<file path="src/hdl/lc3b_defs.svh">
`ifndef LC3B_DEFS_SVH
`define LC3B_DEFS_SVH

// Data and address word width
`define LC3B_WORD_W 16

// Memory depth in 16-bit words
// Word index comes from the byte address bits above bit 0
`define LC3B_MEM_WORDS 256

// Opcode field of the instruction word
`define LC3B_OPC_MSB 15
`define LC3B_OPC_LSB 12

`endif

</file>
<file path="src/hdl/lc3b_pkg.sv">
`default_nettype none
`include "lc3b_defs.svh"

package lc3b_pkg;

    typedef logic [`LC3B_WORD_W-1:0] lc3b_word;
    typedef logic [2:0] lc3b_reg;
    typedef logic [2:0] lc3b_nzp;
    // Bit 1 enables the high byte
    typedef logic [1:0] lc3b_mask;

    typedef enum logic [`LC3B_OPC_MSB-`LC3B_OPC_LSB:0] {
        op_br   = 4'b0000,
        op_add  = 4'b0001,
        op_ldb  = 4'b0010,
        op_stb  = 4'b0011,
        op_jsr  = 4'b0100,
        op_and  = 4'b0101,
        op_ldr  = 4'b0110,
        op_str  = 4'b0111,
        op_rti  = 4'b1000,
        op_not  = 4'b1001,
        op_ldi  = 4'b1010,
        op_sti  = 4'b1011,
        op_jmp  = 4'b1100,
        op_shf  = 4'b1101,
        op_lea  = 4'b1110,
        op_trap = 4'b1111
    } lc3b_opcode;

    typedef enum logic [2:0] {
        marmux_alu,
        marmux_pc,
        marmux_br_add,
        marmux_mem_word,
        marmux_trap_vector,
        marmux_indirect
    } marmux_sel_e;

    typedef enum logic [1:0] {
        mdrmux_alu,
        mdrmux_sr1_high,
        mdrmux_sr2,
        mdrmux_sr2_byte
    } mdrmux_sel_e;

    typedef enum logic [2:0] {
        regfilemux_alu,
        regfilemux_mem_word,
        regfilemux_br_add,
        regfilemux_pc,
        regfilemux_byte_zext,
        regfilemux_shift,
        regfilemux_ldb_zext
    } regfilemux_sel_e;

    typedef struct packed {
        lc3b_opcode      opcode;
        logic            mem_read;
        logic            mem_write;
        lc3b_mask        mem_byte_enable;
        marmux_sel_e     marmux_sel;
        mdrmux_sel_e     mdrmux_sel;
        regfilemux_sel_e regfilemux_sel;
        logic            load_cc;
    } lc3b_ctrl_word;

    typedef struct packed {
        logic     read;
        logic     write;
        lc3b_word addr;
        lc3b_word wdata;
        lc3b_mask wmask;
    } mem_req_t;

endpackage : lc3b_pkg

`default_nettype wire

</file>
<file path="src/hdl/unified_mem.sv">
`default_nettype none
`timescale 1ns/1ps
`include "lc3b_defs.svh"

module unified_mem (
    input  wire                clk,
    input  wire                rst_n,
    input  wire lc3b_pkg::mem_req_t req,
    output logic               resp,
    output lc3b_pkg::lc3b_word rdata
);

    localparam int ADDR_W = $clog2(`LC3B_MEM_WORDS);

    lc3b_pkg::lc3b_word mem [`LC3B_MEM_WORDS];
    logic [ADDR_W-1:0]  word_addr;
    logic               access;

    assign word_addr = req.addr[ADDR_W:1];

    // A request still held in the response cycle is not served again
    assign access = (req.read | req.write) & ~resp;

    always_ff @(posedge clk) begin
        if (access) begin
            if (req.write) begin
                if (req.wmask[0]) begin
                    mem[word_addr][7:0] <= req.wdata[7:0];
                end
                if (req.wmask[1]) begin
                    mem[word_addr][15:8] <= req.wdata[15:8];
                end
            end else begin
                rdata <= mem[word_addr];
            end
        end
    end

    always_ff @(posedge clk or negedge rst_n) begin
        if (!rst_n) begin
            resp <= 1'b0;
        end else begin
            resp <= access;
        end
    end

endmodule : unified_mem

`default_nettype wire

</file>
<file path="config.mk">
export PLATFORM = sky130hd
export DESIGN_NAME = unified_mem
export DESIGN_NICKNAME = d
export VERILOG_FILES = /design/src/hdl/lc3b_pkg.sv /design/src/hdl/unified_mem.sv
export VERILOG_INCLUDE_DIRS = /design/src /design/src/hdl
export SDC_FILE = /design/constraint.sdc
export NUM_CORES = 2
export LEC_CHECK = 0
export BUFFER_PORTS_ARGS = -buffer_cell sky130_fd_sc_hd__buf_4
export CORE_MARGIN = 10
export CORE_UTILIZATION = 40
export DETAILED_ROUTE_END_ITERATION = 8
export SETUP_SLACK_MARGIN = 0.05
export SYNTH_ARGS = -nofsm -noshare
export SYNTH_HDL_FRONTEND = slang
export SYNTH_SLANG_ARGS = --single-unit
</file>
<file path="constraint.sdc">
create_clock -name clk -period 2.1 [get_ports clk]
set_clock_uncertainty 0.2 [all_clocks]
set_input_delay 0.21 -clock clk [delete_from_list [all_inputs] [get_ports clk]]
set_output_delay 0.21 -clock clk [all_outputs]
set_load 0.1 [all_outputs]
</file>
* Word-level counts from Yosys, hierarchy flattened
Memory sizes are Yosys's and may differ from the RTL's. A register that Yosys moved wholly into a read port is not among the register bits. Index checks and enable logic that the tools add are counted.
Operators by class: bitwise operators 4, mux-type cells 8, reduce and logical (&&, ||, !) cells 1
Operators by type and width (count):
- 1-bit two-way mux | 8
- 1-bit NOT | 2
- 2-bit AND reduction | 1
- 1-bit bitwise AND | 1
- 1-bit OR | 1
Word-level totals: memories 1, word-level logic and storage cells 15, bits in writable memories 4096, register bits after elaboration 1, bits of input ports 38, output and inout bits 17
Memory list:
- mem | depth 256, bits a word 16, rd ports 1, clocked after Yosys merged registers in 1, wr ports 1, RTL line unified_mem.sv:15 | lc3b_pkg::lc3b_word mem [`LC3B_MEM_WORDS];

* Logic depth before layout (Yosys ltp)
word-level depth 4, gate-level depth with buffers 9

* Least setup slack after synthesis
Ideal clock, no wire load.
kind reg-to-reg, from register resp, to register rdata[0] (read register of mem) (enable), period minus slack after synthesis 2.767 ns, arrival 2.154 ns, data required time 1.487 ns, path slack -0.667 ns, path buffers 0, setup time 0.413 ns, cell stages (with the launch flop) 2, path through dfrtp_1 > nor3b_1
On the way: longest elaborated chain between the ends 3
Ends and longest elaborated chain:
- from (decl) | RTL line unified_mem.sv:9 | output logic resp,
- from (signal assigned) | RTL line unified_mem.sv:43 | resp <= access;
- 1-bit NOT | RTL line unified_mem.sv:22 | assign access = (req.read | req.write) & ~resp;
- 1-bit bitwise AND | RTL line unified_mem.sv:22
- 2-bit AND reduction (no source line)
- to (decl) | RTL line unified_mem.sv:10 | output lc3b_pkg::lc3b_word rdata
Every way passes these cells.

==> reports/summary.txt <==
Status - finished, violations left
Violated checks - negative setup slack
Worst setup margin - -0.539 ns
Sequential area share after synthesis - 78.8%
Post-DP HPWL - 254000 µm
Drc violations - 0
Worst VDD drop - 696 µV
Slew at the pin with the worst max-slew slack - 0.829 ns
Synth area leader - edfxtp_1
Critical Path Sink Type - flip-flop
Total grt overflow - 0
TritonCTS buffer count - 400
Crit path required time - 2.57 ns
Hold Crit Depth - 6
WP data arrival - 3.11 ns
RR Startpoint - mem[31][5]
Count leader, synth - edfxtp_1
Yosys warns - 0
CTS tree - built
Final setup viols - 4126
Area of the mapped netlist - 157000 µm²
R2R depth - 6
Synth-to-Final Area Change - 24.1%
Cells after Synth - 7036
Die span in y - 646 µm
Most frequent cells after synthesis - 4112 x edfxtp_1, 1024 x mux4_2, 525 x nor2_1
Hold WC Path Type - input port to flip-flop
Max Cap Viol - 0
Final Max Slew Viols - 0
Placed Instances - 13000
Root Driver - clkbuf_16
FF-to-FF End - rdata[5]
Share of layout cells above drive strength 1 - 41.7%
Hold Fails Final Rpt - 0
WS Path Type - flip-flop to flip-flop
Vias - 78600
Initial DRC Count - 8823
Post-synth EDFFs - 4112
Worst hold start - req[1]
Core Area - 390000 µm²
Worst hold margin - 0.0618 ns
Syn Nets - 7074
Initial core utilization - 40.2%
Avg Cell Area, Syn - 22.3 µm²
Worst slew margin - 44.6%
Routed Antenna Nets - 0
RSZ-0062 raised after global routing - yes
Top cells by area, synth - edfxtp_1 79%, mux4_2 15%, a22oi_1 2.5%
I/O pins - 55
Min cycle time layout - 2.64 ns
Die area - 417000 µm²
Async set or reset register ratio after synthesis - 0.0243%
Die X - 646 µm
Final Non-Filler Cells - 13900
RD Place Congestion - 0.815
H-tree depth - 5
Clock Sink Count - 4113
CP Launch Type - flip-flop
Standard-cell row count - 229
Crit-path max FO - 1
Crit share post-route - 126%
Pleak - 0.0607 µW
Fmax - 0.379 GHz
P per Cell Area - 883 nW/µm²
Yosys top cell area share - 78.8%
Initial antenna violation count - 20
Count of buffers from port buffering - 46
Vias in the first global route - 81000
Final #Nets - 8361
First-pass GRT wire length - 588000 µm
Total iterations of the first detailed-routing run - 7
Yosys cell types - 20
Clock-pin slew of the registers on the worst-case setup and hold paths - 0.06 ns
Clock Path Buffers - 4
Total GRT Usage - 19.1%
Yosys reg bits - 4113
Clk_lat worst skew - 0.92 ns
Register-to-register setup slack - -0.54 ns
Largest net degree at the start of global routing - 97
Via density - 5.67
Total wire length - 407000 µm
Predominant post-synthesis flop cell - edfxtp_1
Worst-case hold path end point - mem[150][8]
Wirelength per Cell - 29.4 µm
-- per-stage QoR --
stage          util (%)  worst slack (ns)  power [µW]  TNS [ns]  instance area (µm²)
2_1_floorplan         -            -0.497       96200   -905.50               158000
3_3_place_gp       45.1             -2.09      101000  -2539.11               176000
3_5_place_dp       45.1             -1.98      101000  -2600.45               176000
4_1_cts            49.4            -0.524      173000  -1063.12               192000
5_1_grt            49.9            -0.578      177000  -1211.04               194000
6_report           49.9            -0.539      172000  -1007.10               194000
-- logic make-up (layout without fill, tap and decap cells) --
| kind of cell | after synthesis | count (layout) | synth area share [%] |
|---|---|---|---|
| DFF | 4113 | 4113 | 78.8 |
| muxes | 1024 | 1024 | 14.7 |
| AOI/OAI and AO/OA | 832 | 832 | 3.63 |
| and+or+nand+nor | 605 | 615 | 1.50 |
| buffers and inverters | 462 | 2063 | 1.33 |
| other | 0 | 6 | 0 |
-- critical path: stages, from the launching register on --
cell and delay, ns:
edfxtp_1 0.37, mux4_2 0.48, a22oi_2 0.27, a21oi_2 0.16, o41ai_4 0.59, buf_4 0.25
nand4_1 0.09
-- flip-flops by register name, indices dropped and copies added (netlist names) --
name / count
rdata: 16
resp: 1
mem: 4096
-- power by group --
group	internal, µW	total (µW)	leakage [µW]	switching, µW
clock	41400	71700	0.00633	30200
combinational	3830	9680	0.0174	5850
sequential	90300	90400	0.0370	36.2
-- how the worst max path moves through the flow --
stage / start / endpoint / slack (ns)
final: mem[31][5] / rdata[5] / -0.54
after global placement: req[19] / rdata[4] / -2.09
after floorplan: req[19] / rdata[0] / -0.50
after global routing: mem[251][8] / rdata[8] / -0.58
after detailed placement: req[19] / rdata[5] / -1.98
after CTS: mem[251][8] / rdata[8] / -0.52
-- routing by layer --
metal,share of wire [%],GRT usage [%],vias up
met5,0,0,-
met1,41,26.6,42300
li1,-,-,32600
met3,7.3,3.12,579
met4,2.8,5.35,0
met2,49,31.2,3092
-- cells in the final DEF (no fill, tap or decap), types with 3 or more instances in the layout --
master	netlist	final
diode_2	0	6
clkbuf_16	0	413
inv_6	0	18
buf_8	0	58
nor2_2	0	42
nand3_4	0	4
mux4_2	1024	1024
buf_6	28	178
o41ai_2	0	32
clkinv_1	0	74
buf_12	0	313
clkinv_2	0	71
a21oi_1	256	170
nand2_2	0	3
a22oi_1	512	368
nor2_4	0	290
nand2_8	0	36
nor2b_4	0	7
buf_4	10	747
nand4_1	16	16
nand2_4	0	17
o41ai_4	0	21
a21oi_4	0	18
clkbuf_1	305	71
clkinv_4	0	11
a22oi_2	0	144
edfxtp_1	4112	4112
a21oi_2	0	68
nor2_1	525	193
o41ai_1	64	11
clkinvlp_4	0	23
bufinv_16	0	47
dlygate4sd3_1	0	29
buf_16	0	8
-- area by class of cell --
cell class | count | area, µm²
diodes | 6 | 15.0
clock buffers | 480 | 10500
clock inverters | 246 | 2500
fillers | 30500 | 195000
multi-input cells | 2471 | 36100
flip-flops and latches | 4113 | 124000
well taps | 5197 | 6500
repair buffers | 1337 | 15400
-- repair_timing --
action | in CTS | in global routing
endpoints found under the hold margin | 4284 | 0
buffers inserted | 27 | 11
resized for setup | 570 | 402
pin swaps | 127 | 83
hold buffers | 29 | 0
gates cloned | 11 | 10
endpoints found under the setup margin | 4129 | 4130
(Power assumes the default switching activity.)
