==> src/hdl/lc3b_defs.svh <==
`ifndef LC3B_DEFS_SVH
`define LC3B_DEFS_SVH

// Data and address word width
`define LC3B_WORD_W 16

// Memory depth in 16-bit words
// Word index comes from the byte address bits above bit 0
`define LC3B_MEM_WORDS 256

// Opcode field of the instruction word
`define LC3B_OPC_MSB 15
`define LC3B_OPC_LSB 12

`endif

==> src/hdl/lc3b_pkg.sv <==
`default_nettype none
`include "lc3b_defs.svh"

package lc3b_pkg;

    typedef logic [`LC3B_WORD_W-1:0] lc3b_word;
    typedef logic [2:0] lc3b_reg;
    typedef logic [2:0] lc3b_nzp;
    // Bit 1 enables the high byte
    typedef logic [1:0] lc3b_mask;

    typedef enum logic [`LC3B_OPC_MSB-`LC3B_OPC_LSB:0] {
        op_br   = 4'b0000,
        op_add  = 4'b0001,
        op_ldb  = 4'b0010,
        op_stb  = 4'b0011,
        op_jsr  = 4'b0100,
        op_and  = 4'b0101,
        op_ldr  = 4'b0110,
        op_str  = 4'b0111,
        op_rti  = 4'b1000,
        op_not  = 4'b1001,
        op_ldi  = 4'b1010,
        op_sti  = 4'b1011,
        op_jmp  = 4'b1100,
        op_shf  = 4'b1101,
        op_lea  = 4'b1110,
        op_trap = 4'b1111
    } lc3b_opcode;

    typedef enum logic [2:0] {
        marmux_alu,
        marmux_pc,
        marmux_br_add,
        marmux_mem_word,
        marmux_trap_vector,
        marmux_indirect
    } marmux_sel_e;

    typedef enum logic [1:0] {
        mdrmux_alu,
        mdrmux_sr1_high,
        mdrmux_sr2,
        mdrmux_sr2_byte
    } mdrmux_sel_e;

    typedef enum logic [2:0] {
        regfilemux_alu,
        regfilemux_mem_word,
        regfilemux_br_add,
        regfilemux_pc,
        regfilemux_byte_zext,
        regfilemux_shift,
        regfilemux_ldb_zext
    } regfilemux_sel_e;

    typedef struct packed {
        lc3b_opcode      opcode;
        logic            mem_read;
        logic            mem_write;
        lc3b_mask        mem_byte_enable;
        marmux_sel_e     marmux_sel;
        mdrmux_sel_e     mdrmux_sel;
        regfilemux_sel_e regfilemux_sel;
        logic            load_cc;
    } lc3b_ctrl_word;

    typedef struct packed {
        logic     read;
        logic     write;
        lc3b_word addr;
        lc3b_word wdata;
        lc3b_mask wmask;
    } mem_req_t;

endpackage : lc3b_pkg

`default_nettype wire

==> src/hdl/mem_arbiter.sv <==
`default_nettype none
`timescale 1ns/1ps

module mem_arbiter (
    input  wire                clk,
    input  wire                rst_n,
    input  wire lc3b_pkg::mem_req_t data_req,
    input  wire lc3b_pkg::mem_req_t fetch_req,
    output logic               data_resp,
    output logic               fetch_resp,
    output lc3b_pkg::mem_req_t mem_req,
    input  wire                mem_resp
);

    typedef enum logic {
        st_idle,
        st_busy
    } arb_state_e;

    arb_state_e state;
    logic       owner_data;   // high when the data port holds the memory
    logic       data_ask;
    logic       fetch_ask;

    assign data_ask  = data_req.read | data_req.write;
    assign fetch_ask = fetch_req.read | fetch_req.write;

    always_ff @(posedge clk or negedge rst_n) begin
        if (!rst_n) begin
            state      <= st_idle;
            owner_data <= 1'b0;
        end else begin
            case (state)
                st_idle: begin
                    if (data_ask || fetch_ask) begin
                        state      <= st_busy;
                        owner_data <= data_ask;
                    end
                end
                st_busy: begin
                    if (mem_resp) begin
                        state <= st_idle;
                    end
                end
                default: begin
                    state <= st_idle;
                end
            endcase
        end
    end

    // Data port has priority when both ask in the same idle cycle
    always_comb begin
        mem_req = '0;
        if (state == st_idle) begin
            if (data_ask) begin
                mem_req = data_req;
            end else if (fetch_ask) begin
                mem_req = fetch_req;
            end
        end else if (owner_data) begin
            mem_req = data_req;
        end else begin
            mem_req = fetch_req;
        end
    end

    assign data_resp  = (state == st_busy) && owner_data && mem_resp;
    assign fetch_resp = (state == st_busy) && !owner_data && mem_resp;

endmodule : mem_arbiter

`default_nettype wire

==> config.mk <==
export PLATFORM = sky130hd
export DESIGN_NAME = mem_arbiter
export DESIGN_NICKNAME = d
export VERILOG_FILES = /design/src/hdl/lc3b_pkg.sv /design/src/hdl/mem_arbiter.sv
export VERILOG_INCLUDE_DIRS = /design/src /design/src/hdl
export SDC_FILE = /design/constraint.sdc
export NUM_CORES = 1
export LEC_CHECK = 0
export ABC_AREA = 0
export BUFFER_PORTS_ARGS = -buffer_cell sky130_fd_sc_hd__buf_2
export CORE_UTILIZATION = 23
export CTS_CLUSTER_SIZE = 14
export DETAILED_ROUTE_END_ITERATION = 10
export MAX_ROUTING_LAYER = met4
export PLACE_DENSITY_LB_ADDON = 0.12
export SLEW_MARGIN = 25
export SYNTH_ARGS = -nofsm -noshare
export SYNTH_HDL_FRONTEND = slang
export SYNTH_SLANG_ARGS = --single-unit
==> constraint.sdc <==
create_clock -name clk -period 1.8 [get_ports clk]
set_clock_uncertainty 0.1 [all_clocks]
set_input_delay 0.36 -clock clk [delete_from_list [all_inputs] [get_ports clk]]
set_output_delay 0.36 -clock clk [all_outputs]
set_load 0.1 [all_outputs]
==> results of run 1 <==
==> cells by family after synthesis <==
| family | share of synthesized area |
|---|---|
| AOI/OAI and AO/OA | 0.688 |
| and+or+nand+nor | 0.0855 |
| buffers and inverters | 0.141 |
| DFF | 0.0855 |
==> synth_stat cells <==
master,count
a22o_2,26
a22o_1,8
buf_6,7
o21ai_0,5
nor2_1,3
a22oi_1,2
dfrtp_1,2
a21oi_1,1
and2_1,1
and2b_1,1
and3_1,1
inv_1,1
nor2_2,1
nor3_1,1
o41ai_4,1
or2b_1,1
==> metrics by stage <==
step / TNS (ps) / area, um^2
floorplan: -7140 / 699
global placement: -15050 / 1870
detailed placement: -17410 / 1870
==> flow_summary_export.csv, run 1 <==
group,metric,value,unit
run_status,status,"did not finish",
run_status,lastStage,"clock tree synthesis",
run_status,error_line,"[ERROR DPL-0033] detailed placement checks failed during check placement.",
clock_tree,cts_max_level,1,
die,die_w,52.5,um
clock_tree,post-cts-setup-buffer-count,12,
clock_tree,ctsResizeCount,28,
logic_synthesis,synthCells,62,
clock_tree,cts_made_buffers,3,
clock_tree,cts_root_buffer,"clkbuf_4",
place,dp.cells,205,
logic_synthesis,yosysTopAreaCellShare,0.444,
place,place_ws,-540,ps
logic_synthesis,ys_types,16,
logic_synthesis,syn_area,586,um^2
logic_synthesis,ys_seq_elements,2,
logic_synthesis,synth_top_area_cell,"a22o_2",
logic_synthesis,synth.net_count,137,
die,pin_count,113,
place,gp_congestion,0.745,
place,dp_hpwl,2.64,mm
die,initial_core_util,0.255,
place,portBuffers,112,
logic_synthesis,netlist_top_cells_area,"a22o_2 (44%), buf_6 (13%), a22o_1 (12%), dfrtp_1 (8.5%), o41ai_4 (4.7%)",
die,die_height,52.5,um
logic_synthesis,yosysSeqAreaShare,0.0855,
clock_tree,clockBufferDepth,2,
logic_synthesis,yosysWarnings,0,
clock_tree,cts_hold_buf,1,
die,core.rowCount,17,
clock_tree,cts.sinks,2,
logic_synthesis,syn_avg_cell_area,9.44,um^2
==> inputs of run 2 (changes only) <==
CORE_AREA = 2 2 63 65   (was not set)
CORE_UTILIZATION = not set   (was 23)
CTS_CLUSTER_SIZE = not set   (was 14)
DIE_AREA = 0 0 65 67   (was not set)
MAX_ROUTING_LAYER = not set   (was met4)
PLACE_DENSITY_LB_ADDON = 0.15   (was 0.12)
clock period = 2.35 ns   (was 1.8 ns; I/O delays follow)
==> run 2 against run 1 <==
The run now ends clean. Synthesized area did not move. Synthesized cell count unchanged.
==> flow_summary_export.csv, run 2 <==
group,metric,value,unit
timing,max_slew_margin,0.678,
finish,nets,252,
critical_path,crit_type,"reg -> out",
finish,diodes,0,
place,dp_hpwl,2.97,mm
timing,finalCritPeriodShare,0.967,
clock_tree,insertion_delay,210,ps
routing,wire_per_inst,15.3,um
power_and_ir_drop,swShare,0.597,
finish,seq_area,51.3,um^2
timing,tns,0,ps
clock_tree,cts_tree,"yes",
global_route,grt_usage,0.145,
global_route,grt-busiest-layer,"met2",
critical_path,critPathMaxFanout,10,
finish,multi_input_area,472,um^2
logic_synthesis,ys_types,16,
critical_path,arrival,1700,ps
routing,vias_per_cell,4.64,
power_and_ir_drop,p_sw,1.03,mW
clock_tree,clockBufferDepth,2,
critical_path,cp_slowest_cell,"dfrtp_2",
logic_synthesis,syn_avg_cell_area,9.44,um^2
logic_synthesis,synth.net_count,137,
logic_synthesis,synthCells,62,
die,core_area,3610,um^2
global_route,grt_max_degree,25,
global_route,grt_antenna_before_repair,0,
finish,fillers,342,
logic_synthesis,yosysWarnings,0,
global_route,grt_pass1_wl,4.93,mm
clock_tree,cts.sinks,2,
power_and_ir_drop,p_total,1.73,mW
place,gp_congestion,0.676,
routing,dr.pass1.iters,3,
timing,maxSlewViolCount,0,
timing,grt_setup_unrepaired,"true",
die,pin_count,113,
timing,finalSetupViolCount,0,
finish,final_cell_mix,"buf_2 (78), buf_12 (35), a22o_2 (34)",
place,portBuffers,112,
timing,hold_viol_final,0,
die,die_w,65,um
clock_tree,cts_made_buffers,3,
critical_path,r2r_end,"state",
routing,antenna_left,0,
power_and_ir_drop,clkPwrFrac,0.076,
power_and_ir_drop,cellLeakagePower,0.892,nW
logic_synthesis,yosysTopAreaCellShare,0.444,
run_status,status,"finished, final reports clean",
die,dieArea,4360,um^2
die,core.rowCount,22,
critical_path,rr_worst_depth,2,
critical_path,cp-start-kind,"flop",
timing,timing.final.crit_period,2270,ps
routing,drc,0,
power_and_ir_drop,ir_drop,0.473,mV
logic_synthesis,ys_seq_elements,2,
critical_path,crit_path_max_incr_delay,470,ps
logic_synthesis,ys_async_sr_fraction,1.00,
finish,area_growth,200,%
die,die_height,67,um
logic_synthesis,syn_area,586,um^2
logic_synthesis,synth_ff_type,"dfrtp_1",
power_and_ir_drop,power.density,985,nW/um^2
global_route,grtUsageMet3,0.0355,
routing,initialDrtViolationCount,65,
finish,largestRegisters,"owner_data (1), state (1)",
worst_hold_path,hp-class,"in -> reg",
clock_tree,post-cts-setup-buffer-count,0,
logic_synthesis,yosysSeqAreaShare,0.0855,
logic_synthesis,synth-edff-count,0,
routing,vias,1034,
power_and_ir_drop,pwr-share-comb,0.897,
finish,final_common_cell,"buf_2",
timing,fin_ws,78.1,ps
finish,drive_gt1_frac,0.909,
clock_tree,path_clk_slew,30,ps
place,place_ws,117,ps
die,initial_core_util,0.162,
logic_synthesis,netlist_top_cells_area,"a22o_2 (44%), buf_6 (13%), a22o_1 (12%), dfrtp_1 (8.5%), o41ai_4 (4.7%)",
timing,timing.fmax,0.440,GHz
job,drv_cap,0,
critical_path,reg2reg_from,"state",
critical_path,path_cells,"o41ai_4 -> buf_4 -> a22o_2 -> buf_12",
logic_synthesis,yosysMostFrequentCell,"a22o_2",
global_route,use_met1,0.167,
critical_path,reg2reg_slack,1230,ps
worst_hold_path,holdPathEnd,"state",
global_route,grt_overflow,0,
power_and_ir_drop,p_int,0.699,mW
global_route,use_met2,0.267,
clock_tree,cts_root_buffer,"clkbuf_8",
worst_hold_path,min_path_cells,2,
routing,wl,3.42,mm
timing,tightest_slew,486,ps
logic_synthesis,synth_commonest_cells,"a22o_2 (26), a22o_1 (8), buf_6 (7)",
worst_hold_path,min-delay-start,"mem_resp",
power_and_ir_drop,seq_power_share,0.027,
clock_tree,cts_max_level,1,
global_route,grt_pass1_vias,996,
logic_synthesis,synth_top_area_cell,"a22o_2",
critical_path,crit_required,1780,ps
critical_path,end_kind,"output port",
run 2: cell counts after synthesis:
Identical to the previous run, type by type.
run 2: how the worst max path moves through the flow:
stage                  end  slack (ps)         start  depth (start not counted)
2_1_floorplan  mem_req[10]         140         state                          4
3_3_place_gp   mem_req[21]         130  data_req[34]                          5
3_5_place_dp   mem_req[16]         120  data_req[34]                          5
4_1_cts        mem_req[10]         0.8         state                          5
5_1_grt        mem_req[24]        -0.5         state                          5
6_report       mem_req[20]          80         state                          4
run 2: critical path: cells and delay by family, from the launching register on:
kind	cells	cell delay, ps
AO/OA/AOI/OAI	2	610
flip-flops	1	470
buffers and inverters	2	410
run 2: layer usage:
| layer | vias to the layer above | part of all wire |
|---|---|---|
| met4 | 0 | 0.0035 |
| met3 | 2 | 0.094 |
| met1 | 480 | 0.38 |
| met2 | 62 | 0.53 |
| li1 | 490 | - |
| met5 | - | 0 |
run 2: cell families (layout without fill, tap and decap cells):
logic type | Yosys count | after routing | synth area share
and+or+nand+nor | 9 | 9 | 0.0855
DFF | 2 | 2 | 0.0855
buffers and inverters | 8 | 121 | 0.141
AOI/OAI and AO/OA | 43 | 43 | 0.688
run 2: final cells by class:
cell class                 instances  share of cell area
timing repair buffer             117               0.643
inverter                           1             0.00213
multi-input combinational         52               0.268
tap                               48              0.0341
clock buffer                       3              0.0235
sequential                         2              0.0292
run 2: power by group through the flow:
stage / Sequential (mW) / Clock (mW) / Combinational [mW]
finish: 0.0469 / 0.132 / 1.55
global route: 0.0485 / 0.142 / 1.59
CTS: 0.0463 / 0.136 / 1.56
detailed placement: 0.0467 / 0 / 1.56
global placement: 0.0463 / 0 / 1.54
floorplan: 0.0421 / 0 / 1.02
run 2: through the flow:
| stage | instances | hold slack (ps) | cell area [um^2] | util |
|---|---|---|---|---|
| finish | 223 | 388 | 1760 | 0.488 |
| detailed placement | 219 | 157 | 1700 | 0.471 |
| global placement | 219 | 154 | 1700 | 0.471 |
| floorplan | 62 | 74.4 | 603 | - |
| CTS | 223 | 396 | 1750 | 0.485 |
| global route | 223 | 410 | 1760 | 0.488 |
run 2: repair_timing:
| action | CTS | global route |
|---|---|---|
| setup endpoints to repair | 0 | 35 |
| hold buffers | 1 | 0 |
| hold endpoints to repair | 2 | 0 |
| resized for setup | 0 | 4 |
Power figures use the tool's default switching activity.
