<file path="src/hdl/lc3b_defs.svh">
`ifndef LC3B_DEFS_SVH
`define LC3B_DEFS_SVH

// Data and address word width
`define LC3B_WORD_W 16

// Memory depth in 16-bit words
// Word index comes from the byte address bits above bit 0
`define LC3B_MEM_WORDS 256

// Opcode field of the instruction word
`define LC3B_OPC_MSB 15
`define LC3B_OPC_LSB 12

`endif

</file>
<file path="src/hdl/lc3b_pkg.sv">
`default_nettype none
`include "lc3b_defs.svh"

package lc3b_pkg;

    typedef logic [`LC3B_WORD_W-1:0] lc3b_word;
    typedef logic [2:0] lc3b_reg;
    typedef logic [2:0] lc3b_nzp;
    // Bit 1 enables the high byte
    typedef logic [1:0] lc3b_mask;

    typedef enum logic [`LC3B_OPC_MSB-`LC3B_OPC_LSB:0] {
        op_br   = 4'b0000,
        op_add  = 4'b0001,
        op_ldb  = 4'b0010,
        op_stb  = 4'b0011,
        op_jsr  = 4'b0100,
        op_and  = 4'b0101,
        op_ldr  = 4'b0110,
        op_str  = 4'b0111,
        op_rti  = 4'b1000,
        op_not  = 4'b1001,
        op_ldi  = 4'b1010,
        op_sti  = 4'b1011,
        op_jmp  = 4'b1100,
        op_shf  = 4'b1101,
        op_lea  = 4'b1110,
        op_trap = 4'b1111
    } lc3b_opcode;

    typedef enum logic [2:0] {
        marmux_alu,
        marmux_pc,
        marmux_br_add,
        marmux_mem_word,
        marmux_trap_vector,
        marmux_indirect
    } marmux_sel_e;

    typedef enum logic [1:0] {
        mdrmux_alu,
        mdrmux_sr1_high,
        mdrmux_sr2,
        mdrmux_sr2_byte
    } mdrmux_sel_e;

    typedef enum logic [2:0] {
        regfilemux_alu,
        regfilemux_mem_word,
        regfilemux_br_add,
        regfilemux_pc,
        regfilemux_byte_zext,
        regfilemux_shift,
        regfilemux_ldb_zext
    } regfilemux_sel_e;

    typedef struct packed {
        lc3b_opcode      opcode;
        logic            mem_read;
        logic            mem_write;
        lc3b_mask        mem_byte_enable;
        marmux_sel_e     marmux_sel;
        mdrmux_sel_e     mdrmux_sel;
        regfilemux_sel_e regfilemux_sel;
        logic            load_cc;
    } lc3b_ctrl_word;

    typedef struct packed {
        logic     read;
        logic     write;
        lc3b_word addr;
        lc3b_word wdata;
        lc3b_mask wmask;
    } mem_req_t;

endpackage : lc3b_pkg

`default_nettype wire

</file>
<file path="src/hdl/mem_stage.sv">
`default_nettype none
`timescale 1ns/1ps

module mem_stage (
    input  wire                     clk,
    input  wire                     rst_n,
    input  wire lc3b_pkg::lc3b_ctrl_word ctrl,
    input  wire lc3b_pkg::lc3b_word alu_out,
    input  wire lc3b_pkg::lc3b_word pc_out,
    input  wire lc3b_pkg::lc3b_word br_add_out,
    input  wire lc3b_pkg::lc3b_word sr1_out,
    input  wire lc3b_pkg::lc3b_word sr2_out,
    input  wire lc3b_pkg::lc3b_word instruction,
    output lc3b_pkg::mem_req_t      data_req,
    input  wire                     data_resp,
    input  wire lc3b_pkg::lc3b_word rdata,
    output logic                    stall
);

    logic                  is_indirect;
    logic                  is_sti;
    logic                  is_stb;
    logic                  ind_flag;
    lc3b_pkg::lc3b_word    ind_ptr;
    lc3b_pkg::lc3b_word    trap_vector;
    lc3b_pkg::lc3b_word    addr;
    lc3b_pkg::lc3b_word    wdata;
    lc3b_pkg::lc3b_word    stb_data;
    lc3b_pkg::lc3b_mask    wmask;
    lc3b_pkg::marmux_sel_e mar_sel;
    lc3b_pkg::mdrmux_sel_e mdr_sel;
    logic                  rd;
    logic                  wr;

    assign is_indirect = (ctrl.opcode == lc3b_pkg::op_ldi) ||
                         (ctrl.opcode == lc3b_pkg::op_sti);
    assign is_sti      = (ctrl.opcode == lc3b_pkg::op_sti);
    assign is_stb      = (ctrl.opcode == lc3b_pkg::op_stb);

    assign trap_vector = {7'b0, instruction[7:0], 1'b0};

    // Indirect: pointer fetch from the ALU address, then the captured pointer
    always_comb begin
        if (is_indirect && !ind_flag) begin
            mar_sel = lc3b_pkg::marmux_alu;
        end else if (is_indirect) begin
            mar_sel = lc3b_pkg::marmux_indirect;
        end else begin
            mar_sel = ctrl.marmux_sel;
        end
    end

    always_comb begin
        case (mar_sel)
            lc3b_pkg::marmux_pc:          addr = pc_out;
            lc3b_pkg::marmux_br_add:      addr = br_add_out;
            lc3b_pkg::marmux_mem_word:    addr = rdata;
            lc3b_pkg::marmux_trap_vector: addr = trap_vector;
            lc3b_pkg::marmux_indirect:    addr = ind_ptr;
            default:                      addr = alu_out;
        endcase
    end

    // Store byte goes to the lane picked by the address
    assign stb_data = addr[0] ? {sr2_out[7:0], 8'h00} : {8'h00, sr2_out[7:0]};

    always_comb begin
        if (is_sti) begin
            mdr_sel = lc3b_pkg::mdrmux_sr2;
        end else if (is_stb) begin
            mdr_sel = lc3b_pkg::mdrmux_sr2_byte;
        end else begin
            mdr_sel = ctrl.mdrmux_sel;
        end
    end

    always_comb begin
        case (mdr_sel)
            lc3b_pkg::mdrmux_sr1_high: wdata = sr1_out << 8;
            lc3b_pkg::mdrmux_sr2:      wdata = sr2_out;
            lc3b_pkg::mdrmux_sr2_byte: wdata = stb_data;
            default:                   wdata = alu_out;
        endcase
    end

    always_comb begin
        if (is_stb) begin
            wmask = addr[0] ? 2'b10 : 2'b01;
        end else if (is_indirect) begin
            wmask = 2'b11;
        end else begin
            wmask = ctrl.mem_byte_enable;
        end
    end

    // STI reads the pointer first and writes on the second access
    always_comb begin
        if (is_indirect && !ind_flag) begin
            rd = 1'b1;
            wr = 1'b0;
        end else if (is_indirect) begin
            rd = !is_sti;
            wr = is_sti;
        end else begin
            rd = ctrl.mem_read;
            wr = ctrl.mem_write;
        end
    end

    assign data_req.read  = rd;
    assign data_req.write = wr;
    assign data_req.addr  = addr;
    assign data_req.wdata = wdata;
    assign data_req.wmask = wmask;

    assign stall = ((rd | wr) & ~data_resp) | (is_indirect & ~ind_flag);

    always_ff @(posedge clk or negedge rst_n) begin
        if (!rst_n) begin
            ind_flag <= 1'b0;
        end else if (is_indirect && data_resp) begin
            ind_flag <= ~ind_flag;
        end
    end

    always_ff @(posedge clk) begin
        if (is_indirect && data_resp && !ind_flag) begin
            ind_ptr <= rdata;
        end
    end

endmodule : mem_stage

`default_nettype wire

</file>
<file path="config.mk">
export PLATFORM = sky130hd
export DESIGN_NAME = mem_stage
export DESIGN_NICKNAME = d
export VERILOG_FILES = /design/src/hdl/lc3b_pkg.sv /design/src/hdl/mem_stage.sv
export VERILOG_INCLUDE_DIRS = /design/src /design/src/hdl
export SDC_FILE = /design/constraint.sdc
export NUM_CORES = 1
export LEC_CHECK = 0
export BUFFER_PORTS_ARGS = -buffer_cell sky130_fd_sc_hd__buf_2
export CAP_MARGIN = 20
export CORE_MARGIN = 4
export CORE_UTILIZATION = 39
export DETAILED_ROUTE_END_ITERATION = 10
export GPL_TIMING_DRIVEN = 0
export HOLD_SLACK_MARGIN = 0.1
export PLACE_DENSITY = 0.86
export RECOVER_POWER = 100
export SLEW_MARGIN = 10
export SYNTH_ARGS = -nofsm -noshare
export SYNTH_HDL_FRONTEND = slang
export SYNTH_SLANG_ARGS = --single-unit
</file>
<file path="constraint.sdc">
create_clock -name clk -period 2.2 [get_ports clk]
set_clock_uncertainty 0.15 [all_clocks]
set_input_delay 0.11 -clock clk [delete_from_list [all_inputs] [get_ports clk]]
set_output_delay 0.11 -clock clk [all_outputs]
set_load 0.01 [all_outputs]
</file>
# ---- After elaboration in Yosys (flattened, before gate mapping)
# Cells that the tools add are included.
# Widths: inputs -> output; s select.
dict set report totals {
  output_inout_bits 37
  input_bits 132
  word_cells 39
  reg_bits 17
}
dict set report classes {
  bitwise 6
  eq_ne 11
  n_mux 14
  n_reduce_logical 6
}
# cell n
set op_table {}
lappend op_table {{$pmux 16 s5} 1}
lappend op_table {{$pmux 16 s3} 1}
lappend op_table {{$mux 16} 1}
lappend op_table {{$mux 2} 5}
lappend op_table {{$eq 4x4->1 const B} 2}
lappend op_table {{$eq 3x2->1 const B} 2}
lappend op_table {{$eq 3x3->1 const B} 2}
lappend op_table {{$mux 3} 2}
lappend op_table {{$eq 2x2->1 const B} 2}
lappend op_table {{$eq 4x2->1 const B} 1}
lappend op_table {{$mux 1} 4}
lappend op_table {{$eq 3x1->1 const B} 1}
lappend op_table {{$logic_and 1x1->1} 3}
lappend op_table {{$and 1x1->1} 2}
lappend op_table {{$eq 2x1->1 const B} 1}
lappend op_table {{$logic_not 1->1} 2}
lappend op_table {{$not 1->1} 2}
lappend op_table {{$or 1x1->1} 2}
lappend op_table {{$logic_or 1x1->1} 1}

# ---- Logic depth before layout (Yosys ltp)
dict set report depth {
  word_depth 8
  mapped_depth 6
  mapped_depth_nobuf 4
}

# ---- Worst setup path after synthesis
# Ideal clock, no wire load.
dict set report synth_timing {
  path_type {flip-flop to output port}
  startpoint {register ind_flag}
  endpoint {output port data_req[13] (netlist name)}
  arrival_ps 1697
  t_required_ps 1940
  path_slack_ps 243
  n_path_buf 2
  path_stages_with_launch 7
  cell_sequence {dfrtp_1 and4b_1 buf_6 a31oi_4 o221a_4 buf_6 o41ai_1}
}
# element line
set synth_lines {}
lappend synth_lines {{start, declared} mem_stage.sv:23} ;# logic ind_flag;
lappend synth_lines {{start signal, assigned} mem_stage.sv:122} ;# ind_flag <= ~ind_flag;
lappend synth_lines {{end, declared} mem_stage.sv:14} ;# output lc3b_pkg::mem_req_t data_req,

==> impl_metrics.toml <==
[power_and_ir_drop]
clockPowerShare = 0.172
vdd_drop_max_v = 0.000378
switchingPower_uw = 574
switching_share = 0.389
seqPwrFrac = 0.257
p_leak_nw = 1.45
power.density_nw_per_um2 = 437
p_int_uw = 900
combPwrFrac = 0.571
finalPower_mw = 1.47

[synthesis]
synth.most_common_cell = "nand2_1"
synthAdderAreaFrac = 0
synth_top_area_frac = 0.243
ys_top_cells_by_count = "nand2_1, nor2_1, edfxtp_1, a22oi_1, a21oi_1"
synth_seq_cells = 17
synth_edf_count = 16
synthSimpleGateAreaFrac = 0.223
synth_compound_area_frac = 0.371
yosys_warnings = 0
synth-seq-area-share = 0.256
yosysTopAreaCell = "edfxtp_1"
synth_flop_cell = "edfxtp_1"
synth.area.top_cells = "edfxtp_1, mux2_2, a22oi_1"
synth_xor_area_frac = 0.00443
synth_top_family_by_area = "compound AO/OA/AOI/OAI gates"
synthMuxAreaShare = 0.0765
netlist_area_um2 = 1980
synthArstFlopShare = 0.0588
synth_cell_types = 48
synth.net_count = 362
syn_avg_cell_area_um2 = 8.60
synthCells = 230

[setup_path]
critical_path_class = "reg2out"
cp_data_arrival_time_ns = 2.06
cp-end-kind = "primary output"
worst-path-max-fanout = 7
crit_path_start_kind = "flip-flop"
required_ns = 1.94

[route]
ant_nets = 0
firstDrtPassIters = 5
vias = 2926
drt_iter0_markers = 275
viasPerCell = 6.06
wirelength_um = 9480
drc = 0
wl_per_cell_um = 19.6

[global_route]
grt_pass1_vias = 2857
grt_usage = 0.265
antenna_found_initial = 0
grt_pass1_wl_um = 13300
grt_overflow = 0
grt_max_degree = 12

[timing]
finalCriticalPeriod_ns = 2.32
setup_viol = 15
period_share = 1.05
max_freq_mhz = 432
worst_pin_slew_ns = 1.05
slew_viol_final = 0
rsz0062_at_grt = "true"
tns_ns = -0.551
hold_violations = 0
setup_slack_ns = -0.116
max_slew_margin = 0.295

[clock_network]
clockBufferDepth = 2
worstSkewPairLatency_ns = 0.26
cts_tree = "yes"
cts_made_buffers = 3
htree_levels = 1
cts.sinks = 17
cts-root-buf = "clkbuf_8"
path_clk_slew_ns = 0.08

[die]
die_height_um = 79.2
num_rows = 25
initial_core_util = 0.411
io_pins = 169
die_area_um2 = 6280
coreArea_um2 = 4820
die_x_um = 79.2

[placed_design]
dpl_worst_slack_ns = -0.0120
place_hpwl_um = 6670
place_congestion = 0.863
port_buffers = 147

[cells_and_area]
ff_latch_area_um2 = 505
fin_util = 0.700
fillers = 402
final_nets = 549
area_growth_pct = 70.5
multiInputGateArea_um2 = 1500
n_antenna_cell = 0
drive_gt1_frac = 0.514

[hold_path]
worstHoldPathType = "in2reg"

[outcome]
failed_checks = "negative setup slack"
outcome = "complete, but fails checks"

[flow_run]
maxCapViolations = 0
-- placed cells by master (no fill, tap or decap), types with 2 or more instances in the layout --
| cell | n |
|---|---|
| a21oi_1 | 11 |
| a222oi_1 | 7 |
| a22oi_1 | 12 |
| a31oi_1 | 5 |
| a32o_1 | 7 |
| a32oi_1 | 8 |
| a41oi_1 | 6 |
| and3b_2 | 2 |
| buf_12 | 2 |
| buf_2 | 145 |
| buf_4 | 14 |
| buf_6 | 3 |
| buf_8 | 2 |
| clkbuf_1 | 17 |
| clkbuf_8 | 3 |
| dlygate4sd3_1 | 19 |
| edfxtp_1 | 16 |
| inv_1 | 2 |
| mux2_2 | 9 |
| mux2i_1 | 5 |
| nand2_1 | 23 |
| nand2b_1 | 6 |
| nand3_2 | 7 |
| nor2_1 | 22 |
| nor2b_1 | 2 |
| nor3_1 | 9 |
| o211ai_1 | 8 |
| o221ai_2 | 2 |
| o22ai_1 | 2 |
| o41ai_2 | 2 |
| o41ai_4 | 3 |
| or4b_1 | 2 |
-- routing by layer --
metal	vias up	wire length (µm)	track usage
li1	1323	-	-
met1	1333	3510	0.315
met2	224	4720	0.483
met3	46	838	0.0351
met4	0	409	0.0979
met5	-	0	0
-- worst paths after layout --
check	endpoint	slack, ns	cells after the start	from
setup / recovery	data_req[17]	-0.12	7	ind_flag
hold / removal	ind_flag	0.34	4	ctrl[16]
setup reg to reg	ind_ptr[11]	0.29	4	ind_flag
hold reg to reg	ind_flag	0.64	3	ind_flag
max in group asynchronous	ind_flag	1.26	3	rst_n
min in group asynchronous	ind_flag	0.54	3	rst_n
-- per-stage QoR --
step	instance area, µm²	hold WS, ns	cells
3_3_place_gp	2800	-0.265	444
5_1_grt	3370	0.391	483
4_1_cts	3140	0.286	473
6_report	3370	0.341	483
2_1_floorplan	1980	-0.336	230
3_5_place_dp	2810	-0.262	445
-- worst max-delay path, stage by stage, from the launching register on --
cell and delay [ns]:
dfrtp_1 0.34, and4b_1 0.21, buf_6 0.15, a311oi_4 0.08, buf_12 0.18, or4b_1 0.49
o22ai_1 0.19, buf_2 0.16
-- final cells by class --
type                       count  share of cell area
clock buffer                   3              0.0122
multi-input combinational    188               0.446
tap                           67              0.0249
inverter                       2             0.00223
clock inverter                 1             0.00223
sequential                    17               0.150
buffer                        23              0.0427
timing repair buffer         182               0.320
-- flip-flops by register name (all words and copies together), names as in the netlist --
register,count
ind_flag,1
ind_ptr,16
-- logic make-up (layout without fill, tap and decap cells) --
logic type | count (synthesis) | count (layout)
simple gates | 85 | 85
buf+inv | 25 | 211
flops | 17 | 17
mux | 14 | 14
compound gates | 88 | 88
xor+xnor | 1 | 1
-- power by group through the flow --
stage	combinational [mW]	clock [mW]	sequential (mW)
floorplan	0.364	0	0.392
global placement	0.635	0	0.396
detailed placement	0.649	0	0.396
CTS	0.729	0.252	0.379
global route	0.894	0.267	0.382
finish	0.842	0.253	0.380
-- timing repair --
action	in CTS	in global routing
hold endpoints to repair	18	0
endpoints found under the setup margin	31	27
pin swaps	6	22
setup buffers	6	9
resized for setup	7	27
hold buffers	19	0
gates cloned	0	2
Power figures use the tool's default switching activity.
