## src/hdl/lc3b_defs.svh

```systemverilog
`ifndef LC3B_DEFS_SVH
`define LC3B_DEFS_SVH

// Data and address word width
`define LC3B_WORD_W 16

// Memory depth in 16-bit words
// Word index comes from the byte address bits above bit 0
`define LC3B_MEM_WORDS 256

// Opcode field of the instruction word
`define LC3B_OPC_MSB 15
`define LC3B_OPC_LSB 12

`endif

```

## src/hdl/lc3b_pkg.sv

```systemverilog
`default_nettype none
`include "lc3b_defs.svh"

package lc3b_pkg;

    typedef logic [`LC3B_WORD_W-1:0] lc3b_word;
    typedef logic [2:0] lc3b_reg;
    typedef logic [2:0] lc3b_nzp;
    // Bit 1 enables the high byte
    typedef logic [1:0] lc3b_mask;

    typedef enum logic [`LC3B_OPC_MSB-`LC3B_OPC_LSB:0] {
        op_br   = 4'b0000,
        op_add  = 4'b0001,
        op_ldb  = 4'b0010,
        op_stb  = 4'b0011,
        op_jsr  = 4'b0100,
        op_and  = 4'b0101,
        op_ldr  = 4'b0110,
        op_str  = 4'b0111,
        op_rti  = 4'b1000,
        op_not  = 4'b1001,
        op_ldi  = 4'b1010,
        op_sti  = 4'b1011,
        op_jmp  = 4'b1100,
        op_shf  = 4'b1101,
        op_lea  = 4'b1110,
        op_trap = 4'b1111
    } lc3b_opcode;

    typedef enum logic [2:0] {
        marmux_alu,
        marmux_pc,
        marmux_br_add,
        marmux_mem_word,
        marmux_trap_vector,
        marmux_indirect
    } marmux_sel_e;

    typedef enum logic [1:0] {
        mdrmux_alu,
        mdrmux_sr1_high,
        mdrmux_sr2,
        mdrmux_sr2_byte
    } mdrmux_sel_e;

    typedef enum logic [2:0] {
        regfilemux_alu,
        regfilemux_mem_word,
        regfilemux_br_add,
        regfilemux_pc,
        regfilemux_byte_zext,
        regfilemux_shift,
        regfilemux_ldb_zext
    } regfilemux_sel_e;

    typedef struct packed {
        lc3b_opcode      opcode;
        logic            mem_read;
        logic            mem_write;
        lc3b_mask        mem_byte_enable;
        marmux_sel_e     marmux_sel;
        mdrmux_sel_e     mdrmux_sel;
        regfilemux_sel_e regfilemux_sel;
        logic            load_cc;
    } lc3b_ctrl_word;

    typedef struct packed {
        logic     read;
        logic     write;
        lc3b_word addr;
        lc3b_word wdata;
        lc3b_mask wmask;
    } mem_req_t;

endpackage : lc3b_pkg

`default_nettype wire

```

## src/hdl/writeback_select.sv

```systemverilog
`default_nettype none
`timescale 1ns/1ps
`include "lc3b_defs.svh"

module writeback_select (
    input  wire                     clk,
    input  wire                     rst_n,
    input  wire lc3b_pkg::lc3b_ctrl_word ctrl,
    input  wire lc3b_pkg::lc3b_word alu_out,
    input  wire lc3b_pkg::lc3b_word pc_out,
    input  wire lc3b_pkg::lc3b_word br_add_out,
    input  wire lc3b_pkg::lc3b_word sr1_out,
    input  wire lc3b_pkg::lc3b_word instruction,
    input  wire lc3b_pkg::lc3b_reg  dest,
    input  wire lc3b_pkg::lc3b_word rdata,
    input  wire                     data_resp,
    input  wire                     stall,
    input  wire                     addr_lsb,
    output lc3b_pkg::lc3b_word      regfilemux_out,
    output lc3b_pkg::lc3b_word      trap_mem,
    output lc3b_pkg::lc3b_word      br_count,
    output lc3b_pkg::lc3b_word      br_taken_count,
    output logic                    br_en,
    output logic                    jmp_jsr_en,
    output logic                    trap_en,
    output logic                    b11
);

    lc3b_pkg::lc3b_word shift_out;
    lc3b_pkg::lc3b_word ldb_zext;
    lc3b_pkg::lc3b_nzp  gen_cc;
    lc3b_pkg::lc3b_nzp  cc;
    logic [7:0]         ldb_byte;
    logic               advance;

    assign ldb_byte = addr_lsb ? rdata[15:8] : rdata[7:0];
    assign ldb_zext = {8'h00, ldb_byte};

    // SHF: bit 4 picks right shift, bit 5 makes it arithmetic
    always_comb begin
        if (!instruction[4]) begin
            shift_out = sr1_out << instruction[3:0];
        end else if (!instruction[5]) begin
            shift_out = sr1_out >> instruction[3:0];
        end else begin
            shift_out = $signed(sr1_out) >>> instruction[3:0];
        end
    end

    always_comb begin
        case (ctrl.regfilemux_sel)
            lc3b_pkg::regfilemux_mem_word:  regfilemux_out = rdata;
            lc3b_pkg::regfilemux_br_add:    regfilemux_out = br_add_out;
            lc3b_pkg::regfilemux_pc:        regfilemux_out = pc_out;
            lc3b_pkg::regfilemux_byte_zext: regfilemux_out = {8'h00, rdata[7:0]};
            lc3b_pkg::regfilemux_shift:     regfilemux_out = shift_out;
            lc3b_pkg::regfilemux_ldb_zext:  regfilemux_out = ldb_zext;
            default:                        regfilemux_out = alu_out;
        endcase
    end

    assign gen_cc[2] = regfilemux_out[`LC3B_WORD_W-1];
    assign gen_cc[1] = (regfilemux_out == '0);
    assign gen_cc[0] = !gen_cc[2] && !gen_cc[1];

    // State moves only when the stage is not stalled
    assign advance = !stall;

    assign br_en      = (ctrl.opcode == lc3b_pkg::op_br) && |(dest & cc);
    assign jmp_jsr_en = (ctrl.opcode == lc3b_pkg::op_jmp) ||
                        (ctrl.opcode == lc3b_pkg::op_jsr);
    assign trap_en    = (ctrl.opcode == lc3b_pkg::op_trap) && data_resp;
    assign trap_mem   = trap_en ? rdata : '0;
    assign b11        = instruction[11];

    always_ff @(posedge clk or negedge rst_n) begin
        if (!rst_n) begin
            cc             <= 3'b010;
            br_count       <= '0;
            br_taken_count <= '0;
        end else if (advance) begin
            if (ctrl.load_cc) begin
                cc <= gen_cc;
            end
            if (ctrl.opcode == lc3b_pkg::op_br) begin
                br_count <= br_count + 1'b1;
            end
            if (br_en) begin
                br_taken_count <= br_taken_count + 1'b1;
            end
        end
    end

endmodule : writeback_select

`default_nettype wire

```

## config.mk

```make
export PLATFORM = sky130hd
export DESIGN_NAME = writeback_select
export DESIGN_NICKNAME = d
export VERILOG_FILES = /design/src/hdl/lc3b_pkg.sv /design/src/hdl/writeback_select.sv
export VERILOG_INCLUDE_DIRS = /design/src /design/src/hdl
export SDC_FILE = /design/constraint.sdc
export NUM_CORES = 1
export LEC_CHECK = 0
export ABC_CLOCK_PERIOD_IN_PS = 5900
export BUFFER_PORTS_ARGS = -buffer_cell sky130_fd_sc_hd__clkbuf_2
export CAP_MARGIN = 15
export CORE_ASPECT_RATIO = 0.6
export CORE_MARGIN = 10
export CORE_UTILIZATION = 40
export CTS_CLUSTER_SIZE = 28
export DETAILED_ROUTE_END_ITERATION = 8
export PLACE_DENSITY = 0.69
export RECOVER_POWER = 50
export SLEW_MARGIN = 20
export SYNTH_ARGS = -nofsm -noshare
export SYNTH_HDL_FRONTEND = slang
export SYNTH_SLANG_ARGS = --single-unit
```

## constraint.sdc

```tcl
create_clock -name clk -period 5.9 [get_ports clk]
set_input_delay 0.59 -clock clk [delete_from_list [all_inputs] [get_ports clk]]
set_output_delay 0.59 -clock clk [all_outputs]
set_load 0.02 [all_outputs]
```

=== Yosys cells after proc, flatten, opt, wreduce, memory -nomap -nowiden ===
Cells that the tools add are included.

* Flip-flop bits (word level): 35
* Latch bits: 0
* Memory bits (writable): 0
* Bits in read-only memories: 0
* Input bits: 121
* Output and inout port bits: 68
* Word-level logic and storage cells: 36
* Memories kept: 0

* Add/subtract/negate cells: 2
* Multipliers: 0
* Div/mod/pow operators: 0
* Magnitude comparators: 0
* Equality and inequality tests: 9
* Shifts and indexed selects: 3
* Mux-type cells: 5
* Bitwise logic cells: 2
* Reductions and logical operators: 12

{| class="wikitable"
|+ Operators with widths
! cell !! number
|-
| $pmux W16 S6 || 1
|-
| $mux W16 || 3
|-
| $add A16 B1 Y16 const B || 2
|-
| $logic_not A16 Y1 || 1
|-
| $shl A16 B4 Y16 || 1
|-
| $shr A16 B4 Y16 || 1
|-
| $sshr A16 B4 Y16 || 1
|-
| $eq A3 B3 Y1 const B || 3
|-
| $eq A4 B4 Y1 const B || 2
|-
| $mux W8 || 1
|-
| $eq A3 B2 Y1 const B || 2
|-
| $reduce_and A2 Y1 || 3
|-
| $eq A4 B3 Y1 const B || 1
|-
| $logic_not A4 Y1 || 1
|-
| $and A3 B3 Y3 || 1
|-
| $eq A3 B1 Y1 const B || 1
|-
| $logic_and A1 B1 Y1 || 3
|-
| $reduce_or A3 Y1 || 1
|-
| $logic_not A1 Y1 || 2
|-
| $logic_or A1 B1 Y1 || 1
|-
| $not A1 Y1 || 1
|}

=== Depth between registers and ports, before layout ===
* Depth in word-level cells: 7
* Depth in mapped cells: 11
* Mapped depth without buffers: 7

=== Worst setup path before layout ===
No wires, ideal clock.

* Path kind: input to output
* Start point: input instruction[2]
* End point: output regfilemux_out[11]
* Data arrival time: 2.408 ns
* Data required time: 5.310 ns
* Path slack: 2.902 ns
* Cell stages on the path: 7
* Path buffers: 4
* Cell sequence: buf_2 buf_2 buf_4 buf_2 o31ai_1 a211oi_1 o31ai_1

* Cells in the longest elaborated chain, start to end: 4
* Elaborated cells on any way between the ends: 6
* Classes of those cells: 3 x shift; 3 x mux

{| class="wikitable"
|+ Ends and longest elaborated chain
! item !! RTL line !! text
|-
| start, declared || writeback_select.sv:13 || <nowiki>input wire lc3b_pkg::lc3b_word instruction,</nowiki>
|-
| $shr A16 B4 Y16 or $sshr A16 B4 Y16 (tied branches) || writeback_select.sv:44, writeback_select.sv:46 ||
|-
| $mux W16 || writeback_select.sv:43 || <nowiki>end else if (!instruction[5]) begin</nowiki>
|-
| $mux W16 * || writeback_select.sv:41 || <nowiki>if (!instruction[4]) begin</nowiki>
|-
| $pmux W16 S6 * || writeback_select.sv:51 || <nowiki>case (ctrl.regfilemux_sel)</nowiki>
|-
| end, declared || writeback_select.sv:19 || <nowiki>output lc3b_pkg::lc3b_word regfilemux_out,</nowiki>
|}

Mark *: on every way between the ends. The rest lies on a longest branch, timed or not.

=== Worst setup path in the final report ===
* Start point: input instruction[0]
* End point: output regfilemux_out[2]

The elaborated chain is that of the path after synthesis.

==> flow_summary_export.csv <==
group,metric,value,unit
grt,grt_first_pass_wirelength,27900,um
clock_tree,post_cts_buffers,0,
timing,fin_crit,3.82,ns
power_and_ir_drop,worst_ir_drop_vdd,0.107,mV
grt,grt_overflow,0,
route,first_pass_iters,8,
floorplanning,die_h,102,um
setup_path,crit_fanout,27,
setup_path,start_kind,"primary input",
yosys,yosysTopAreaCell,"dfrtp_1",
timing,setup_viol,0,
yosys,synth_cells,531,
grt,antenna_found_initial,0,
timing,slew_headroom,-0.203,
grt,grt-busiest-layer,"met2",
placement,hpwl,14400,um
floorplanning,initial_utilization,0.417,
yosys,yosysWarnings,0,
yosys,synth-xor-area-share,0.0587,
grt,grt_max_degree,46,
status,outcome,"finished with violations",
timing,rsz0062_at_grt,"false",
yosys,syn_avg_cell_area,8.44,um2
power_and_ir_drop,p_leak,2.38,nW
yosys,synth_mux_area_frac,0.185,
route,dr.first_iter.drc_count,533,
setup_path,crit_type,"in2out",
clock_tree,cts-resized-gates,0,
setup_path,crit_required,5.31,ns
floorplanning,die_w,157,um
floorplanning,core_area,0.0107,mm2
route,wirelength,18100,um
yosys,synth_area,0.00448,mm2
placement,port_buffers,168,
route,vias,5088,
timing,slew_viol_final,36,
clock_tree,root_buffer,"clkbuf_16",
yosys,synth.distinct_cells,88,
yosys,synthArstFlopShare,1.00,
route,via_per_inst,6.30,
setup_path,cp_data_arrival_time,3.23,ns
timing,hold_viol,0,
grt,grt_use_met3,0.0604,
yosys,synth_edf_count,0,
clock_tree,clock_latency,0.28,ns
yosys,synth_area_leaders,"dfrtp_1 (19%), mux4_2 (6.5%), mux2i_1 (5.6%)",
grt,met1_usage,0.289,
yosys,synth_nets,654,
grt,grt_util_met2,0.336,
layout,nets,790,
floorplanning,num_rows,29,
status,violations,"capacitance limit, slew limit",
floorplanning,die_area,0.0160,mm2
yosys,synth_compound_area_frac,0.241,
yosys,synth_top_family_by_area,"simple AND/OR/NAND/NOR gates",
grt,gr-usage-all-layers,0.215,
clock_tree,cts_max_level,2,
yosys,ys_ff_latch,35,
route,wl_per_cell,22.4,um
placement,place.gp.congestion,0.966,
timing,tightest_slew,1.80,ns
yosys,synth_top_area_frac,0.190,
layout,synthToLayoutAreaGrowth,20.8,%
grt,grt_pass1_vias,5110,
yosys,seq_area_frac_synth,0.196,
timing,max_freq,0.262,GHz
job,cap_viol_max_count,1,
setup_path,endpoint_kind,"output port",
clock_tree,cts_buffer_depth,2,
yosys,synth_ff_type,"dfrtp_1",
layout,diodes,0,
placement,placed_cells,799,
layout,layout-drive-gt1-share,0.290,
yosys,synth-adder-area-share,0.00782,
timing,min_period_over_period,0.647,
timing,finClkSkew,0.00542,ns
route,drc,0,
route,ant_nets,0,
clock_tree,cts_tree,"done",
yosys,synth_simple_gate_area_frac,0.251,
clock_tree,clock-sinks,35,
power_and_ir_drop,p_per_area,179,mW/mm2
clock_tree,cts.clk_slew.worst_paths,0.06,ns
clock_tree,holdBufCountCts,0,
layout,fin_cells,807,
timing,setup_tns,0,ns
clock_tree,cts_buffers,5,
hold_path,hp-class,"reg2reg",
floorplanning,io_pins,189,
cell families (layout without fill, tap and decap cells):
family,count (synthesis),in the layout
simple gates,208,208
compound gates,144,144
mux,59,59
buf+inv,52,189
flops,35,35
xor+xnor,30,30
fa+ha+maj,3,3
critical path, cell delays in order:
cell and delay [ns]:
clkbuf_2 0.55, buf_4 0.42, mux2_2 0.40, mux4_2 0.51
nand3_1 0.10, nor4bb_1 0.31, nor2_1 0.16, clkbuf_2 0.19
synth_stat cells, types with 6 or more instances:
| cell | instances |
|---|---|
| nand2_1 | 47 |
| nor2_1 | 39 |
| dfrtp_1 | 34 |
| mux2i_1 | 25 |
| and2_1 | 23 |
| xnor2_1 | 21 |
| nand3_1 | 20 |
| buf_2 | 19 |
| o21ai_0 | 19 |
| mux2_2 | 17 |
| o22ai_1 | 17 |
| a21oi_1 | 16 |
| mux4_2 | 13 |
| nand2b_1 | 12 |
| clkbuf_1 | 11 |
| nor2b_1 | 10 |
| and3_1 | 9 |
| xor2_1 | 9 |
| inv_1 | 8 |
| o21a_1 | 8 |
| a211oi_1 | 7 |
| a22oi_1 | 7 |
| nand4_1 | 7 |
| nor3_1 | 7 |
| o211ai_1 | 7 |
| buf_1 | 6 |
state kept, by name, summed over array words and instances (netlist names):
| name | cells |
|---|---|
| br_count | 16 |
| br_taken_count | 16 |
| cc | 3 |
power breakdown:
group / switching (mW) / internal (mW)
sequential: 0.0202 / 0.258
combinational: 0.240 / 0.151
clock: 0.101 / 0.199
final cells by class:
class	instances	area [um2]
inverter	10	37.5
timing repair buffer	171	821
fill	1064	5330
clock inverter	3	43.8
multi-input combinational	444	3330
clock buffer	5	125
tap	139	174
sequential	35	877
metal layers:
| layer | vias to the layer above | part of all wire |
|---|---|---|
| met5 | - | 0 |
| met4 | 0 | 0.016 |
| met3 | 30 | 0.11 |
| met2 | 320 | 0.44 |
| met1 | 2426 | 0.43 |
| li1 | 2312 | - |
per-stage QoR:
stage | hold WS [ns] | utilization | total power, mW | instance area (um2) | worst slack [ns]
3_5_place_dp | 0.463 | 0.492 | 0.669 | 5280 | 2.17
3_3_place_gp | 0.461 | 0.492 | 0.662 | 5280 | 2.18
2_1_floorplan | 0.294 | - | 0.528 | 4480 | 2.90
4_1_cts | 0.447 | 0.508 | 0.970 | 5450 | 2.15
6_report | 0.474 | 0.504 | 0.969 | 5410 | 2.08
5_1_grt | 0.495 | 0.504 | 1.01 | 5410 | 1.91
cell usage in the layout (no fill, tap or decap), drive strengths merged, types with 12 or more instances in the layout:
| cell | instances |
|---|---|
| a21oi | 16 |
| and2 | 24 |
| clkbuf | 173 |
| dfrtp | 34 |
| mux2 | 18 |
| mux2i | 25 |
| mux4 | 16 |
| nand2 | 47 |
| nand2b | 12 |
| nand3 | 20 |
| nor2 | 39 |
| o21ai | 23 |
| o22ai | 17 |
| xnor2 | 21 |
final timing paths:
check                                     from                  to  slack (ns)  cells after the start
worst min register to register    br_count[15]        br_count[15]        0.47                      1
min in group asynchronous                rst_n  br_taken_count[11]        0.79                      1
worst max-delay path            instruction[0]   regfilemux_out[2]        2.08                      8
max in group asynchronous                rst_n         br_count[3]        4.06                      1
worst min-delay path              br_count[15]        br_count[15]        0.47                      1
worst max register to register           cc[1]  br_taken_count[11]        3.75                      6
No activity file was read; power rests on OpenSTA's default activity.
